`src/cart_bus_pkg.sv`:
```
/* Cartridge bus definitions */

package cart_bus_pkg;

	// Bus widths
	localparam int CPU_ADDR_W = 16;                    // CPU address bus
	localparam int PPU_ADDR_W = 14;                    // PPU address bus
	localparam int MEM_ADDR_W = 22;                    // Mapped memory address

	// Page offsets
	localparam int PRG_PAGE_W = 13;                    // 8 KB PRG page
	localparam int CHR_PAGE_W = 10;                    // 1 KB CHR page

	// Upper address bits in mapped memory
	localparam logic [8:0] PRG_RAM_PREFIX = 9'b111100000; // PRG RAM region
	localparam logic [3:0] CHR_ROM_PREFIX = 4'b1000;      // CHR region

	// CPU A15..A13 of the $6000-$7FFF window
	localparam logic [2:0] RAM_REGION = 3'b011;

endpackage

```
`src/mmc3_regs_pkg.sv`:
```
/* MMC3 register map */

package mmc3_regs_pkg;

	// Bank number widths
	localparam int PRG_BANK_W = 6;                     // 8 KB PRG banks, up to 512 KB
	localparam int CHR_BANK_W = 8;                     // 1 KB CHR banks, up to 256 KB
	localparam int BANK_IDX_W = 3;                     // R0..R7

	// Hard-wired PRG banks
	localparam logic [PRG_BANK_W-1:0] PRG_BANK_LAST        = '1;            // Always at $E000
	localparam logic [PRG_BANK_W-1:0] PRG_BANK_SECOND_LAST = {{(PRG_BANK_W-1){1'b1}}, 1'b0};

	// A12 low time needed before the next edge counts
	localparam logic [3:0] A12_COOLDOWN = 4'd15;       // In CPU cycles

	// Bank register indices
	localparam logic [BANK_IDX_W-1:0] REG_R0 = 3'd0;   // 2 KB CHR
	localparam logic [BANK_IDX_W-1:0] REG_R1 = 3'd1;   // 2 KB CHR
	localparam logic [BANK_IDX_W-1:0] REG_R2 = 3'd2;   // 1 KB CHR
	localparam logic [BANK_IDX_W-1:0] REG_R3 = 3'd3;   // 1 KB CHR
	localparam logic [BANK_IDX_W-1:0] REG_R4 = 3'd4;   // 1 KB CHR
	localparam logic [BANK_IDX_W-1:0] REG_R5 = 3'd5;   // 1 KB CHR
	localparam logic [BANK_IDX_W-1:0] REG_R6 = 3'd6;   // 8 KB PRG
	localparam logic [BANK_IDX_W-1:0] REG_R7 = 3'd7;   // 8 KB PRG

	// CPU write byte, decoded as bank select at $8000 and RAM control at $A001
	typedef union packed {
		struct packed {
			logic                  chr_invert;     // Swap CHR 4 KB halves
			logic                  prg_mode;       // Swap $8000 and $C000 slots
			logic [2:0]            unused;
			logic [BANK_IDX_W-1:0] bank_idx;       // Target of next bank data write
		} bank_select;
		struct packed {
			logic                  ram_en;         // PRG RAM chip enable
			logic                  ram_wp;         // Deny writes
			logic [5:0]            unused;
		} ram_ctrl;
	} mmc3_wdata_u;

endpackage

```
`src/mmc3_reg_ctrl.sv`:
```
/* MMC3 register control */

`timescale 1ns/1ps
`default_nettype none

module mmc3_reg_ctrl
	import cart_bus_pkg::*;
	import mmc3_regs_pkg::*;
(
	input  wire                   clk,
	input  wire                   rst_n_i,
	input  wire                   ce_i,            // One clock per CPU cycle
	input  wire [CPU_ADDR_W-1:0]  prg_ain_i,
	input  wire                   prg_write_i,
	input  wire [7:0]             prg_din_i,
	output logic [PRG_BANK_W-1:0] prg_bank6_o,
	output logic [PRG_BANK_W-1:0] prg_bank7_o,
	output logic [CHR_BANK_W-1:0] chr_bank_r0_o,
	output logic [CHR_BANK_W-1:0] chr_bank_r1_o,
	output logic [CHR_BANK_W-1:0] chr_bank_r2_o,
	output logic [CHR_BANK_W-1:0] chr_bank_r3_o,
	output logic [CHR_BANK_W-1:0] chr_bank_r4_o,
	output logic [CHR_BANK_W-1:0] chr_bank_r5_o,
	output logic                  prg_mode_o,
	output logic                  chr_invert_o,
	output logic                  mirroring_o,     // 0 vertical, 1 horizontal
	output logic                  ram_en_o,
	output logic                  ram_wp_o,
	output logic [7:0]            irq_data_o,
	output logic                  irq_latch_wr_o,
	output logic                  irq_reload_o,
	output logic                  irq_disable_o,
	output logic                  irq_enable_o
);

	mmc3_wdata_u           wdata;                  // Write byte, two views
	logic                  reg_wr;                 // Qualified register write
	logic [2:0]            reg_sel;                // A14, A13, A0
	logic [BANK_IDX_W-1:0] bank_idx;               // Last bank select

	assign wdata   = prg_din_i;
	assign reg_wr  = ce_i && prg_write_i && prg_ain_i[15];
	assign reg_sel = {prg_ain_i[14:13], prg_ain_i[0]};

	// IRQ commands go straight to the counter in the write cycle
	assign irq_data_o     = prg_din_i;
	assign irq_latch_wr_o = reg_wr && (reg_sel == 3'b100); // $C000
	assign irq_reload_o   = reg_wr && (reg_sel == 3'b101); // $C001
	assign irq_disable_o  = reg_wr && (reg_sel == 3'b110); // $E000
	assign irq_enable_o   = reg_wr && (reg_sel == 3'b111); // $E001

	always_ff @(posedge clk or negedge rst_n_i) begin
		if (!rst_n_i) begin
			bank_idx      <= '0;
			prg_mode_o    <= 1'b0;
			chr_invert_o  <= 1'b0;
			mirroring_o   <= 1'b0;
			ram_en_o      <= 1'b0;
			ram_wp_o      <= 1'b0;
			prg_bank6_o   <= '0;
			prg_bank7_o   <= '0;
			chr_bank_r0_o <= '0;
			chr_bank_r1_o <= '0;
			chr_bank_r2_o <= '0;
			chr_bank_r3_o <= '0;
			chr_bank_r4_o <= '0;
			chr_bank_r5_o <= '0;
		end else if (reg_wr) begin
			case (reg_sel)
				3'b000: begin                              // $8000 bank select
					chr_invert_o <= wdata.bank_select.chr_invert;
					prg_mode_o   <= wdata.bank_select.prg_mode;
					bank_idx     <= wdata.bank_select.bank_idx;
				end
				3'b001: begin                              // $8001 bank data
					case (bank_idx)
						REG_R0: chr_bank_r0_o <= {prg_din_i[7:1], 1'b0}; // 2 KB aligned
						REG_R1: chr_bank_r1_o <= {prg_din_i[7:1], 1'b0}; // 2 KB aligned
						REG_R2: chr_bank_r2_o <= prg_din_i;
						REG_R3: chr_bank_r3_o <= prg_din_i;
						REG_R4: chr_bank_r4_o <= prg_din_i;
						REG_R5: chr_bank_r5_o <= prg_din_i;
						REG_R6: prg_bank6_o   <= prg_din_i[PRG_BANK_W-1:0];
						REG_R7: prg_bank7_o   <= prg_din_i[PRG_BANK_W-1:0];
						default: ;
					endcase
				end
				3'b010: mirroring_o <= prg_din_i[0];           // $A000
				3'b011: begin                              // $A001 RAM control
					ram_en_o <= wdata.ram_ctrl.ram_en;
					ram_wp_o <= wdata.ram_ctrl.ram_wp;
				end
				default: ;                                 // IRQ writes handled above
			endcase
		end
	end

endmodule

`default_nettype wire

```
`src/mmc3_prg_map.sv`:
```
/* MMC3 PRG mapping */

`timescale 1ns/1ps
`default_nettype none

module mmc3_prg_map
	import cart_bus_pkg::*;
	import mmc3_regs_pkg::*;
(
	input  wire [CPU_ADDR_W-1:0]  prg_ain_i,
	input  wire                   prg_write_i,
	input  wire [PRG_BANK_W-1:0]  prg_bank6_i,
	input  wire [PRG_BANK_W-1:0]  prg_bank7_i,
	input  wire                   prg_mode_i,
	input  wire                   ram_en_i,
	input  wire                   ram_wp_i,
	output logic [MEM_ADDR_W-1:0] prg_aout_o,
	output logic                  prg_allow_o
);

	logic [PRG_BANK_W-1:0] prg_sel;                // 8 KB bank for this slot
	logic                  ram_hit;

	// Slot select from A14..A13 and PRG mode
	always_comb begin
		case ({prg_ain_i[14:13], prg_mode_i})
			3'b00_0: prg_sel = prg_bank6_i;            // $8000 R6
			3'b00_1: prg_sel = PRG_BANK_SECOND_LAST;   // $8000 fixed
			3'b01_0: prg_sel = prg_bank7_i;            // $A000 R7 either mode
			3'b01_1: prg_sel = prg_bank7_i;
			3'b10_0: prg_sel = PRG_BANK_SECOND_LAST;   // $C000 fixed
			3'b10_1: prg_sel = prg_bank6_i;            // $C000 R6
			default: prg_sel = PRG_BANK_LAST;          // $E000 always last
		endcase
	end

	// $6000-$7FFF, write blocked when protected
	assign ram_hit = (prg_ain_i[15:13] == RAM_REGION) && ram_en_i
		&& !(ram_wp_i && prg_write_i);

	assign prg_aout_o = ram_hit ? {PRG_RAM_PREFIX, prg_ain_i[PRG_PAGE_W-1:0]}
		: {3'b000, prg_sel, prg_ain_i[PRG_PAGE_W-1:0]};

	assign prg_allow_o = (prg_ain_i[15] && !prg_write_i) || ram_hit; // ROM is read only

endmodule

`default_nettype wire

```
`src/mmc3_chr_map.sv`:
```
/* MMC3 CHR mapping */

`timescale 1ns/1ps
`default_nettype none

module mmc3_chr_map
	import cart_bus_pkg::*;
	import mmc3_regs_pkg::*;
(
	input  wire [PPU_ADDR_W-1:0]  chr_ain_i,
	input  wire                   chr_ram_i,       // Cart has CHR RAM
	input  wire [CHR_BANK_W-1:0]  chr_bank_r0_i,
	input  wire [CHR_BANK_W-1:0]  chr_bank_r1_i,
	input  wire [CHR_BANK_W-1:0]  chr_bank_r2_i,
	input  wire [CHR_BANK_W-1:0]  chr_bank_r3_i,
	input  wire [CHR_BANK_W-1:0]  chr_bank_r4_i,
	input  wire [CHR_BANK_W-1:0]  chr_bank_r5_i,
	input  wire                   chr_invert_i,
	input  wire                   mirroring_i,
	output logic [MEM_ADDR_W-1:0] chr_aout_o,
	output logic                  chr_allow_o,
	output logic                  vram_a10_o,
	output logic                  vram_ce_o
);

	logic                  a12_sel;                // A12 after inversion
	logic [CHR_BANK_W-1:0] chr_sel;                // 1 KB bank

	assign a12_sel = chr_ain_i[12] ^ chr_invert_i;

	always_comb begin
		case ({a12_sel, chr_ain_i[11:10]})
			3'b000, 3'b001: chr_sel = {chr_bank_r0_i[7:1], chr_ain_i[10]}; // 2 KB pages
			3'b010, 3'b011: chr_sel = {chr_bank_r1_i[7:1], chr_ain_i[10]};
			3'b100:         chr_sel = chr_bank_r2_i;
			3'b101:         chr_sel = chr_bank_r3_i;
			3'b110:         chr_sel = chr_bank_r4_i;
			default:        chr_sel = chr_bank_r5_i;
		endcase
	end

	assign chr_aout_o  = {CHR_ROM_PREFIX, chr_sel, chr_ain_i[CHR_PAGE_W-1:0]};
	assign chr_allow_o = chr_ram_i;                                  // Writes only to RAM
	assign vram_a10_o  = mirroring_i ? chr_ain_i[11] : chr_ain_i[10]; // H or V mirroring
	assign vram_ce_o   = chr_ain_i[13];                              // $2000 and up is CIRAM

endmodule

`default_nettype wire

```
`src/mmc3_irq_counter.sv`:
```
/* MMC3 scanline IRQ */

`timescale 1ns/1ps
`default_nettype none

module mmc3_irq_counter
	import cart_bus_pkg::*;
	import mmc3_regs_pkg::*;
(
	input  wire                  clk,
	input  wire                  rst_n_i,
	input  wire                  ce_i,
	input  wire [PPU_ADDR_W-1:0] chr_ain_i,
	input  wire [7:0]            irq_data_i,
	input  wire                  irq_latch_wr_i,
	input  wire                  irq_reload_i,
	input  wire                  irq_disable_i,
	input  wire                  irq_enable_i,
	output logic                 irq_o
);

	logic [3:0] cooldown;                          // CPU cycles since A12 fell
	logic [7:0] irq_latch;
	logic [7:0] counter;
	logic [7:0] next_count;
	logic       reload_pend;
	logic       irq_en;
	logic       a12_edge;                          // Filtered rising edge

	assign a12_edge   = ce_i && chr_ain_i[12] && (cooldown == 4'd0);
	assign next_count = ((counter == 8'd0) || reload_pend) ? irq_latch : counter - 8'd1;

	// Sprite fetches toggle A12 fast, so only a long low time arms the edge
	always_ff @(posedge clk or negedge rst_n_i) begin
		if (!rst_n_i) begin
			cooldown <= 4'd0;
		end else if (ce_i) begin
			if (chr_ain_i[12])
				cooldown <= A12_COOLDOWN;
			else if (cooldown != 4'd0)
				cooldown <= cooldown - 4'd1;
		end
	end

	always_ff @(posedge clk or negedge rst_n_i) begin
		if (!rst_n_i) begin
			irq_latch   <= 8'd0;
			counter     <= 8'd0;
			reload_pend <= 1'b0;
			irq_en      <= 1'b0;
			irq_o       <= 1'b0;
		end else begin
			if (a12_edge) begin
				counter     <= next_count;
				reload_pend <= 1'b0;
				if ((next_count == 8'd0) && irq_en)
					irq_o <= 1'b1;                       // New behavior, fires at zero
			end
			if (irq_latch_wr_i)
				irq_latch <= irq_data_i;
			if (irq_reload_i)
				reload_pend <= 1'b1;                     // Wins over same cycle edge
			if (irq_disable_i) begin
				irq_en <= 1'b0;
				irq_o  <= 1'b0;                          // Acknowledge
			end
			if (irq_enable_i)
				irq_en <= 1'b1;
		end
	end

endmodule

`default_nettype wire

```
`src/mmc3_mapper.sv`:
```
/* MMC3 mapper top */

`timescale 1ns/1ps
`default_nettype none

module mmc3_mapper
	import cart_bus_pkg::*;
	import mmc3_regs_pkg::*;
(
	input  wire                   clk,
	input  wire                   rst_n_i,
	input  wire                   ce_i,            // M2 strobe
	input  wire [CPU_ADDR_W-1:0]  prg_ain_i,
	input  wire                   prg_write_i,
	input  wire [7:0]             prg_din_i,
	input  wire [PPU_ADDR_W-1:0]  chr_ain_i,
	input  wire                   chr_ram_i,
	output logic [MEM_ADDR_W-1:0] prg_aout_o,
	output logic                  prg_allow_o,
	output logic [MEM_ADDR_W-1:0] chr_aout_o,
	output logic                  chr_allow_o,
	output logic                  vram_a10_o,
	output logic                  vram_ce_o,
	output logic                  irq_o
);

	logic [PRG_BANK_W-1:0] prg_bank6, prg_bank7;
	logic [CHR_BANK_W-1:0] chr_bank_r0, chr_bank_r1, chr_bank_r2;
	logic [CHR_BANK_W-1:0] chr_bank_r3, chr_bank_r4, chr_bank_r5;
	logic                  prg_mode, chr_invert, mirroring, ram_en, ram_wp;
	logic [7:0]            irq_data;
	logic                  irq_latch_wr, irq_reload, irq_disable, irq_enable;

	mmc3_reg_ctrl i_mmc3_reg_ctrl (
		.clk            (clk),
		.rst_n_i        (rst_n_i),
		.ce_i           (ce_i),
		.prg_ain_i      (prg_ain_i),
		.prg_write_i    (prg_write_i),
		.prg_din_i      (prg_din_i),
		.prg_bank6_o    (prg_bank6),
		.prg_bank7_o    (prg_bank7),
		.chr_bank_r0_o  (chr_bank_r0),
		.chr_bank_r1_o  (chr_bank_r1),
		.chr_bank_r2_o  (chr_bank_r2),
		.chr_bank_r3_o  (chr_bank_r3),
		.chr_bank_r4_o  (chr_bank_r4),
		.chr_bank_r5_o  (chr_bank_r5),
		.prg_mode_o     (prg_mode),
		.chr_invert_o   (chr_invert),
		.mirroring_o    (mirroring),
		.ram_en_o       (ram_en),
		.ram_wp_o       (ram_wp),
		.irq_data_o     (irq_data),
		.irq_latch_wr_o (irq_latch_wr),
		.irq_reload_o   (irq_reload),
		.irq_disable_o  (irq_disable),
		.irq_enable_o   (irq_enable)
	);

	mmc3_prg_map i_mmc3_prg_map (
		.prg_ain_i   (prg_ain_i),
		.prg_write_i (prg_write_i),
		.prg_bank6_i (prg_bank6),
		.prg_bank7_i (prg_bank7),
		.prg_mode_i  (prg_mode),
		.ram_en_i    (ram_en),
		.ram_wp_i    (ram_wp),
		.prg_aout_o  (prg_aout_o),
		.prg_allow_o (prg_allow_o)
	);

	mmc3_chr_map i_mmc3_chr_map (
		.chr_ain_i     (chr_ain_i),
		.chr_ram_i     (chr_ram_i),
		.chr_bank_r0_i (chr_bank_r0),
		.chr_bank_r1_i (chr_bank_r1),
		.chr_bank_r2_i (chr_bank_r2),
		.chr_bank_r3_i (chr_bank_r3),
		.chr_bank_r4_i (chr_bank_r4),
		.chr_bank_r5_i (chr_bank_r5),
		.chr_invert_i  (chr_invert),
		.mirroring_i   (mirroring),
		.chr_aout_o    (chr_aout_o),
		.chr_allow_o   (chr_allow_o),
		.vram_a10_o    (vram_a10_o),
		.vram_ce_o     (vram_ce_o)
	);

	mmc3_irq_counter i_mmc3_irq_counter (
		.clk            (clk),
		.rst_n_i        (rst_n_i),
		.ce_i           (ce_i),
		.chr_ain_i      (chr_ain_i),
		.irq_data_i     (irq_data),
		.irq_latch_wr_i (irq_latch_wr),
		.irq_reload_i   (irq_reload),
		.irq_disable_i  (irq_disable),
		.irq_enable_i   (irq_enable),
		.irq_o          (irq_o)
	);

endmodule

`default_nettype wire

```
`config.mk`:
```
export PLATFORM = sky130hd
export DESIGN_NAME = mmc3_mapper
export DESIGN_NICKNAME = d
export VERILOG_FILES = /design/src/cart_bus_pkg.sv /design/src/mmc3_regs_pkg.sv /design/src/mmc3_reg_ctrl.sv /design/src/mmc3_prg_map.sv /design/src/mmc3_chr_map.sv /design/src/mmc3_irq_counter.sv /design/src/mmc3_mapper.sv
export SDC_FILE = /design/constraint.sdc
export NUM_CORES = 1
export LEC_CHECK = 0
export ABC_AREA = 0
export ABC_CLOCK_PERIOD_IN_PS = 2400
export BUFFER_PORTS_ARGS = -buffer_cell sky130_fd_sc_hd__clkbuf_2
export CORE_MARGIN = 1.5
export CORE_UTILIZATION = 50
export DETAILED_ROUTE_END_ITERATION = 8
export PLACE_DENSITY_LB_ADDON = 0.08
export SLEW_MARGIN = 10
export SYNTH_ARGS = -nofsm -noshare
export SYNTH_HDL_FRONTEND = slang
export SYNTH_SLANG_ARGS = --single-unit
```
`constraint.sdc`:
```
create_clock -name clk -period 2.4 [get_ports clk]
set_input_delay 0.72 -clock clk [delete_from_list [all_inputs] [get_ports clk]]
set_output_delay 0.72 -clock clk [all_outputs]
set_load 0.02 [all_outputs]
```
==> impl_metrics.toml, run 1 <==
[outcome]
status = "finished, violations left"
violations = "setup timing"

[timing]
final_max_slew_viol_count = 0
finalSetupTns_ns = -0.5456
fmax_mhz = 401.1
rsz0062_at_grt = "true"
max_slew.worst_pin.slew_ns = 0.6878
whs_ns = 0.2526
skew_ns = 0.01217
fin_ws_ns = -0.09322
setup_viol = 8
slew_headroom_pct = 54.15
hold_viol = 0
post-route-period-util_pct = 103.9
period_minus_slack_ns = 2.493

[yosys]
yosysTopAreaCellShare_pct = 47.66
ys_warn_count = 0
yosysMostFrequentCell = "dfrtp_1"
synthFlopType = "dfrtp_1"
synth_edf_count = 0
synth_seq_cells = 89
yosys.area.top_type = "dfrtp_1"
ys_seq_area_share_pct = 47.66
synthArstFlopShare_pct = 100.0
synthesis.area_um2 = 4673
synth.avg_cell_area_um2 = 11.13
synth.distinct_cells = 54
synth_common_cells = "dfrtp_1, mux2_2, buf_4, nor2_1, o21ai_0"
postSynthCellCount = 420
synthTopCellsByArea = "dfrtp_1, mux2_2, buf_4, o21ai_0, nor2_1"

[critical_path]
r2r_cells = 7
crit_path_end_kind = "output port"
r2r-end = "i_mmc3_irq_counter.irq_o"
required_ns = 1.68
path_max_fanout = 8
crit_path_end = "chr_aout_o[16]"
arrival_ns = 1.77
crit_chain = "clkbuf_16, xor2_4, and2_4, nand2_8, nor2_4, a21oi_2, clkbuf_8"
start_kind = "primary input"
r2r-start = "i_mmc3_irq_counter.counter[0]"
worstSetupPathType = "primary input to output port"
cp_slowest_stage_delay_ns = 0.28
critPathSlowestCell = "and2_4"
critical_path.startpoint = "chr_ain_i[12]"
ff2ff_setup_slack_ns = 0.29

[cells_and_area]
layout-drive-gt1-share_pct = 47.52
syn2layout_area_growth_pct = 18.10
diodes = 0
final_net_count = 505
n_fill_cell = 780

[clock_network]
cts_tree = "yes"
clock-sinks = 89
clk_pin_slew_ns = 0.08
cts.root.buffer_cell = "clkbuf_8"
cts_max_path_buffers = 2
h-tree-depth = 3
clock_latency_ns = 0.36
numCtsBuffers = 9

[power]
vdd_ir_drop_max_mv = 0.3384
power.leakage_nw = 2.578
power_density_nw_per_um2 = 652.5

[routing]
first_iter_violations = 124
wl_mm = 10.12
vias = 3249
firstDrtPassIters = 4
avgRoutedWirePerCell_um = 17.64
drt-vias-per-instance = 5.660
ant_nets = 0
route.detailed.drc = 0

[global_routing]
grtUsageTotal_pct = 22.07
antenna_found_initial = 0
first_global_vias = 3272
grt_first_pass_wirelength_mm = 17.02
gr-total-overflow = 0
grt_max_degree = 36

[die]
start_util_pct = 51.06
rows = 35
die-area_um2 = 9935
die_w_um = 99.68
ioPinCount = 92
core_area_um2 = 9153
die_h_um = 99.68

[placement]
gp_congestion = 0.8133
io_buffers = 39
hpwlAfterDp_mm = 7.230

[hold_path]
worstHoldPathType = "primary input to asynchronous set/reset pin"

[flow_run]
maxCapViolCount = 0
## metal layers
layer | vias to the layer above | wire (um) | global-route usage, %
met3 | 24 | 312 | 3.514
met2 | 66 | 4695 | 34.07
met4 | 0 | 184 | 8.342
met5 | - | 0 | 0
met1 | 1624 | 4931 | 31.42
li1 | 1535 | - | -
## worst max-delay path, delay by kind of cell
family / cells / cell delay, ns
simple gates: 3 / 0.50
buf+inv: 2 / 0.29
xor+xnor: 1 / 0.21
compound gates: 1 / 0.04
## worst min path at each step
stage,from,to,slack [ns],cells past startpoint
4_1_cts,rst_n_i,i_mmc3_irq_counter.counter[2],0.25,1
5_1_grt,rst_n_i,i_mmc3_irq_counter.irq_latch[2],0.26,1
6_report,rst_n_i,i_mmc3_irq_counter.counter[2],0.25,1
2_1_floorplan,rst_n_i,i_mmc3_irq_counter.cooldown[0],0.42,0
3_5_place_dp,i_mmc3_reg_ctrl.chr_bank_r1_o[5],i_mmc3_reg_ctrl.chr_bank_r1_o[5],0.49,1
3_3_place_gp,i_mmc3_irq_counter.irq_o,i_mmc3_irq_counter.irq_o,0.48,2
## metrics by stage
step | setup WS (ns) | std cells | util [%] | power, mW | instance area [um^2]
3_5_place_dp | -0.1604 | 559 | 56.20 | 2.585 | 5144
6_report | -0.09322 | 574 | 60.30 | 3.601 | 5519
3_3_place_gp | -0.1331 | 559 | 56.20 | 2.564 | 5144
2_1_floorplan | -0.02747 | 422 | - | 2.378 | 4805
4_1_cts | -0.09560 | 574 | 60.05 | 3.630 | 5497
5_1_grt | -0.1559 | 574 | 60.30 | 3.788 | 5519
## layout make-up
class / count / area (um^2) / area share, %
clock buffer: 13 / 158.9 / 2.879
clock inverter: 3 / 23.77 / 0.4307
inverter: 9 / 33.78 / 0.6121
multi-input combinational: 277 / 2301 / 41.69
sequential: 89 / 2228 / 40.38
tap: 111 / 138.9 / 2.516
timing repair buffer: 72 / 634.4 / 11.49
## state kept, by name, indices dropped and copies added, names as in the netlist
name                            count
i_mmc3_irq_counter.irq_latch        8
i_mmc3_reg_ctrl.prg_mode_o          1
i_mmc3_reg_ctrl.prg_bank7_o         6
i_mmc3_irq_counter.counter          8
i_mmc3_reg_ctrl.prg_bank6_o         6
i_mmc3_irq_counter.cooldown         4
i_mmc3_reg_ctrl.chr_bank_r2_o       8
i_mmc3_irq_counter.irq_o            1
i_mmc3_irq_counter.irq_en           1
i_mmc3_reg_ctrl.chr_bank_r3_o       8
i_mmc3_reg_ctrl.chr_invert_o        1
i_mmc3_reg_ctrl.chr_bank_r5_o       8
i_mmc3_reg_ctrl.ram_en_o            1
i_mmc3_reg_ctrl.chr_bank_r1_o       7
i_mmc3_reg_ctrl.chr_bank_r4_o       8
i_mmc3_reg_ctrl.mirroring_o         1
i_mmc3_irq_counter.reload_pend      1
i_mmc3_reg_ctrl.chr_bank_r0_o       7
i_mmc3_reg_ctrl.ram_wp_o            1
i_mmc3_reg_ctrl.bank_idx            3
## power breakdown
group	internal (mW)	leakage (nW)	switching, mW
clock	0.438	0.0863	0.534
sequential	1.65	1.19	0.141
combinational	0.407	1.31	0.434
total	2.49	2.58	1.11
## cell families after synthesis
family | synth area share, %
compound gates | 10.07
buf+inv | 7.416
xor+xnor | 0.9105
flops | 47.66
mux | 20.51
fa+ha+maj | 1.071
simple gates | 12.21
other cells | 0.1607
## layout by cell type (no fill, tap or decap), types with 3 or more instances in the layout
cell type,n
buf_6,3
a21oi_2,10
o21ai_2,9
mux2_2,78
a21oi_1,13
mux2i_1,8
clkbuf_2,28
a22oi_1,3
dfrtp_1,88
nand3_1,6
clkbuf_8,17
a22oi_2,4
conb_1,4
and2_1,7
nand2b_1,3
nand2_1,21
o21ai_0,14
o32ai_1,6
buf_4,25
a31oi_1,5
nand4_1,3
nand2b_2,3
buf_12,8
nor3_1,3
inv_1,9
nor2_2,10
nor2_1,22
ha_1,4
## what timing repair did
item	CTS	global route
setup endpoints to repair	10	10
pin swaps	14	2
buffers inserted	0	0
gates resized for setup	44	10
hold buffers	0	0
(Power assumes the default switching activity.)
==> run 2: changes to the inputs <==
--- a/config.mk
+++ b/config.mk
@@ -8,6 +8,7 @@
 export ABC_AREA = 0
 export ABC_CLOCK_PERIOD_IN_PS = 2400
 export BUFFER_PORTS_ARGS = -buffer_cell sky130_fd_sc_hd__clkbuf_2
+export CORE_ASPECT_RATIO = 0.5
 export CORE_MARGIN = 1.5
 export CORE_UTILIZATION = 50
 export DETAILED_ROUTE_END_ITERATION = 8
==> run 2 against run 1 <==
Effect of this change:
- sequential power about the same
- the flow finishes with violations (DRC, setup timing)
- flip-flop and latch count unchanged
- final cell count up 0.35%
- wire length up 9.7%
- critical endpoint is now chr_aout_o[10]
- count of clock-buffer cells in the layout down 3
==> impl_metrics.toml, run 2 (synthesized netlist as in run 1, its figures left out) <==
[critical_path]
crit_path_end_kind = "output port"
ff2ff_setup_slack_ns = 0.24
crit_chain = "clkbuf_8, xnor2_2, buf_6, nor2_1, a21oi_1, a21oi_1, nor2_2, clkbuf_2"
required_ns = 1.68
path_buf_inv = 3
arrival_ns = 1.78
start_kind = "primary input"
path_max_fanout = 8
cp_slowest_stage_delay_ns = 0.21
path_delay_family = "buffers and inverters"
critPathSlowestCell = "xnor2_2"
worstSetupPathType = "primary input to output port"
path_common_cell = "a21oi_1"

[timing]
setup_viol = 8
fin_ws_ns = -0.09841
slew_headroom_pct = 52.31
rsz0062_at_grt = "true"
final_max_slew_viol_count = 0
max_slew.worst_pin.slew_ns = 0.7153
period_minus_slack_ns = 2.498
skew_ns = 0.005447
fmax_mhz = 400.3
post-route-period-util_pct = 104.1
hold_viol = 0

[cells_and_area]
n_fill_cell = 704
layout-drive-gt1-share_pct = 46.41
fin_util_pct = 61.94
mostFrequentLayoutCells = "dfrtp_1, mux2_2, clkbuf_2"
stdcell_area_um2 = 5505
diodes = 0
layout_commonest_cell = "dfrtp_1"
syn2layout_area_growth_pct = 17.80
final_net_count = 501

[hold_path]
worstHoldPathType = "primary input to asynchronous set/reset pin"

[placement]
gp_congestion = 0.8434
hpwlAfterDp_mm = 7.889
dpl_cell_area_um2 = 5069
io_buffers = 39

[global_routing]
grt_first_pass_wirelength_mm = 18.35
grtUsageTotal_pct = 24.00
first_global_vias = 3558
gr-total-overflow = 0
grt_max_degree = 49
antenna_found_initial = 0

[clock_network]
cts_tree = "yes"
numCtsBuffers = 9
h-tree-depth = 3
clk_pin_slew_ns = 0.06
clock-sinks = 89
clock_latency_ns = 0.34
cts.root.buffer_cell = "clkbuf_16"
cts_max_path_buffers = 2

[routing]
vias = 3323
ant_nets = 0
wl_mm = 11.10
drt-vias-per-instance = 5.769
avgRoutedWirePerCell_um = 19.28
route.detailed.drc = 12
firstDrtPassIters = 7
first_iter_violations = 160

[outcome]
status = "finished, violations left"
violations = "DRC, setup timing"

[power]
power_density_nw_per_um2 = 744.1
power.leakage_nw = 2.578
vdd_ir_drop_max_mv = 0.4197

[die]
start_util_pct = 52.58
rows = 24
die-area_um2 = 9970
ioPinCount = 92
die_h_um = 71.36
die_w_um = 139.7
core_area_um2 = 8889

[flow_run]
maxCapViolCount = 0
run 2: changes by cell type in the layout (fill, tap and decap cells not counted), sizes merged:
cell,before,now
buf,37,31
bufinv,0,2
clkbuf,48,47
clkinv,0,3
clkinvlp,2,1
inv,10,9
run 2: metal layers:
metal  vias to the layer above  track usage, %  part of all wire, %
met5                         -               0                    0
met4                         0           11.11                  1.6
met3                        21           5.749                  4.1
met2                        79           40.96                   50
met1                      1694           29.53                   45
li1                       1529               -                    -
run 2: worst reg2reg max path, stage by stage, from the launching register on:
cell,delay [ns]
dfrtp_1,0.40
inv_1,0.13
ha_1,0.18
nor3b_1,0.32
a21oi_2,0.27
nor4_1,0.40
a31oi_1,0.12
o31ai_1,0.27
run 2: layout make-up:
cell class,count,area [um^2],area share [%]
inverter,9,33.78,0.6136
clock buffer,10,229.0,4.159
clock inverter,6,82.58,1.500
sequential,89,2228,40.48
tap,117,146.4,2.659
multi-input combinational,277,2278,41.39
timing repair buffer,68,506.7,9.205
run 2: per-stage QoR:
stage / worst slack, ns / hold slack (ns) / TNS, ns / std cells / power [mW]
global placement: -0.1596 / 0.4626 / -1.135 / 559 / 2.532
finish: -0.09841 / 0.2207 / -0.7256 / 576 / 4.097
floorplan: -0.02747 / 0.4244 / -0.1896 / 422 / 2.378
detailed placement: -0.1844 / 0.4674 / -1.462 / 559 / 2.575
CTS: -0.1010 / 0.2142 / -0.7375 / 576 / 4.110
global route: -0.2032 / 0.2159 / -1.483 / 576 / 4.286
run 2: final timing paths:
check	endpoint	startpoint	cells past startpoint
worst max register to register	i_mmc3_irq_counter.irq_o	i_mmc3_irq_counter.counter[0]	7
max in group asynchronous	i_mmc3_reg_ctrl.chr_bank_r0_o[4]	rst_n_i	2
worst min register to register	i_mmc3_irq_counter.irq_o	i_mmc3_irq_counter.irq_o	2
worst max-delay path	chr_aout_o[10]	chr_ain_i[12]	8
worst min-delay path	i_mmc3_reg_ctrl.chr_bank_r1_o[7]	rst_n_i	1
min in group clk	i_mmc3_irq_counter.irq_o	i_mmc3_irq_counter.irq_o	2
run 2: repair_timing:
item,4_1_cts,5_1_grt
pin swaps,2,0
hold buffers,0,0
resized for setup,23,9
setup buffers,1,0
setup endpoints to repair,13,12
run 2: where the power goes:
part	switching, mW	total, mW	leakage, nW	internal (mW)
clock network	0.584	1.49	0.152	0.907
registers	0.141	1.79	1.19	1.65
logic	0.445	0.815	1.24	0.370
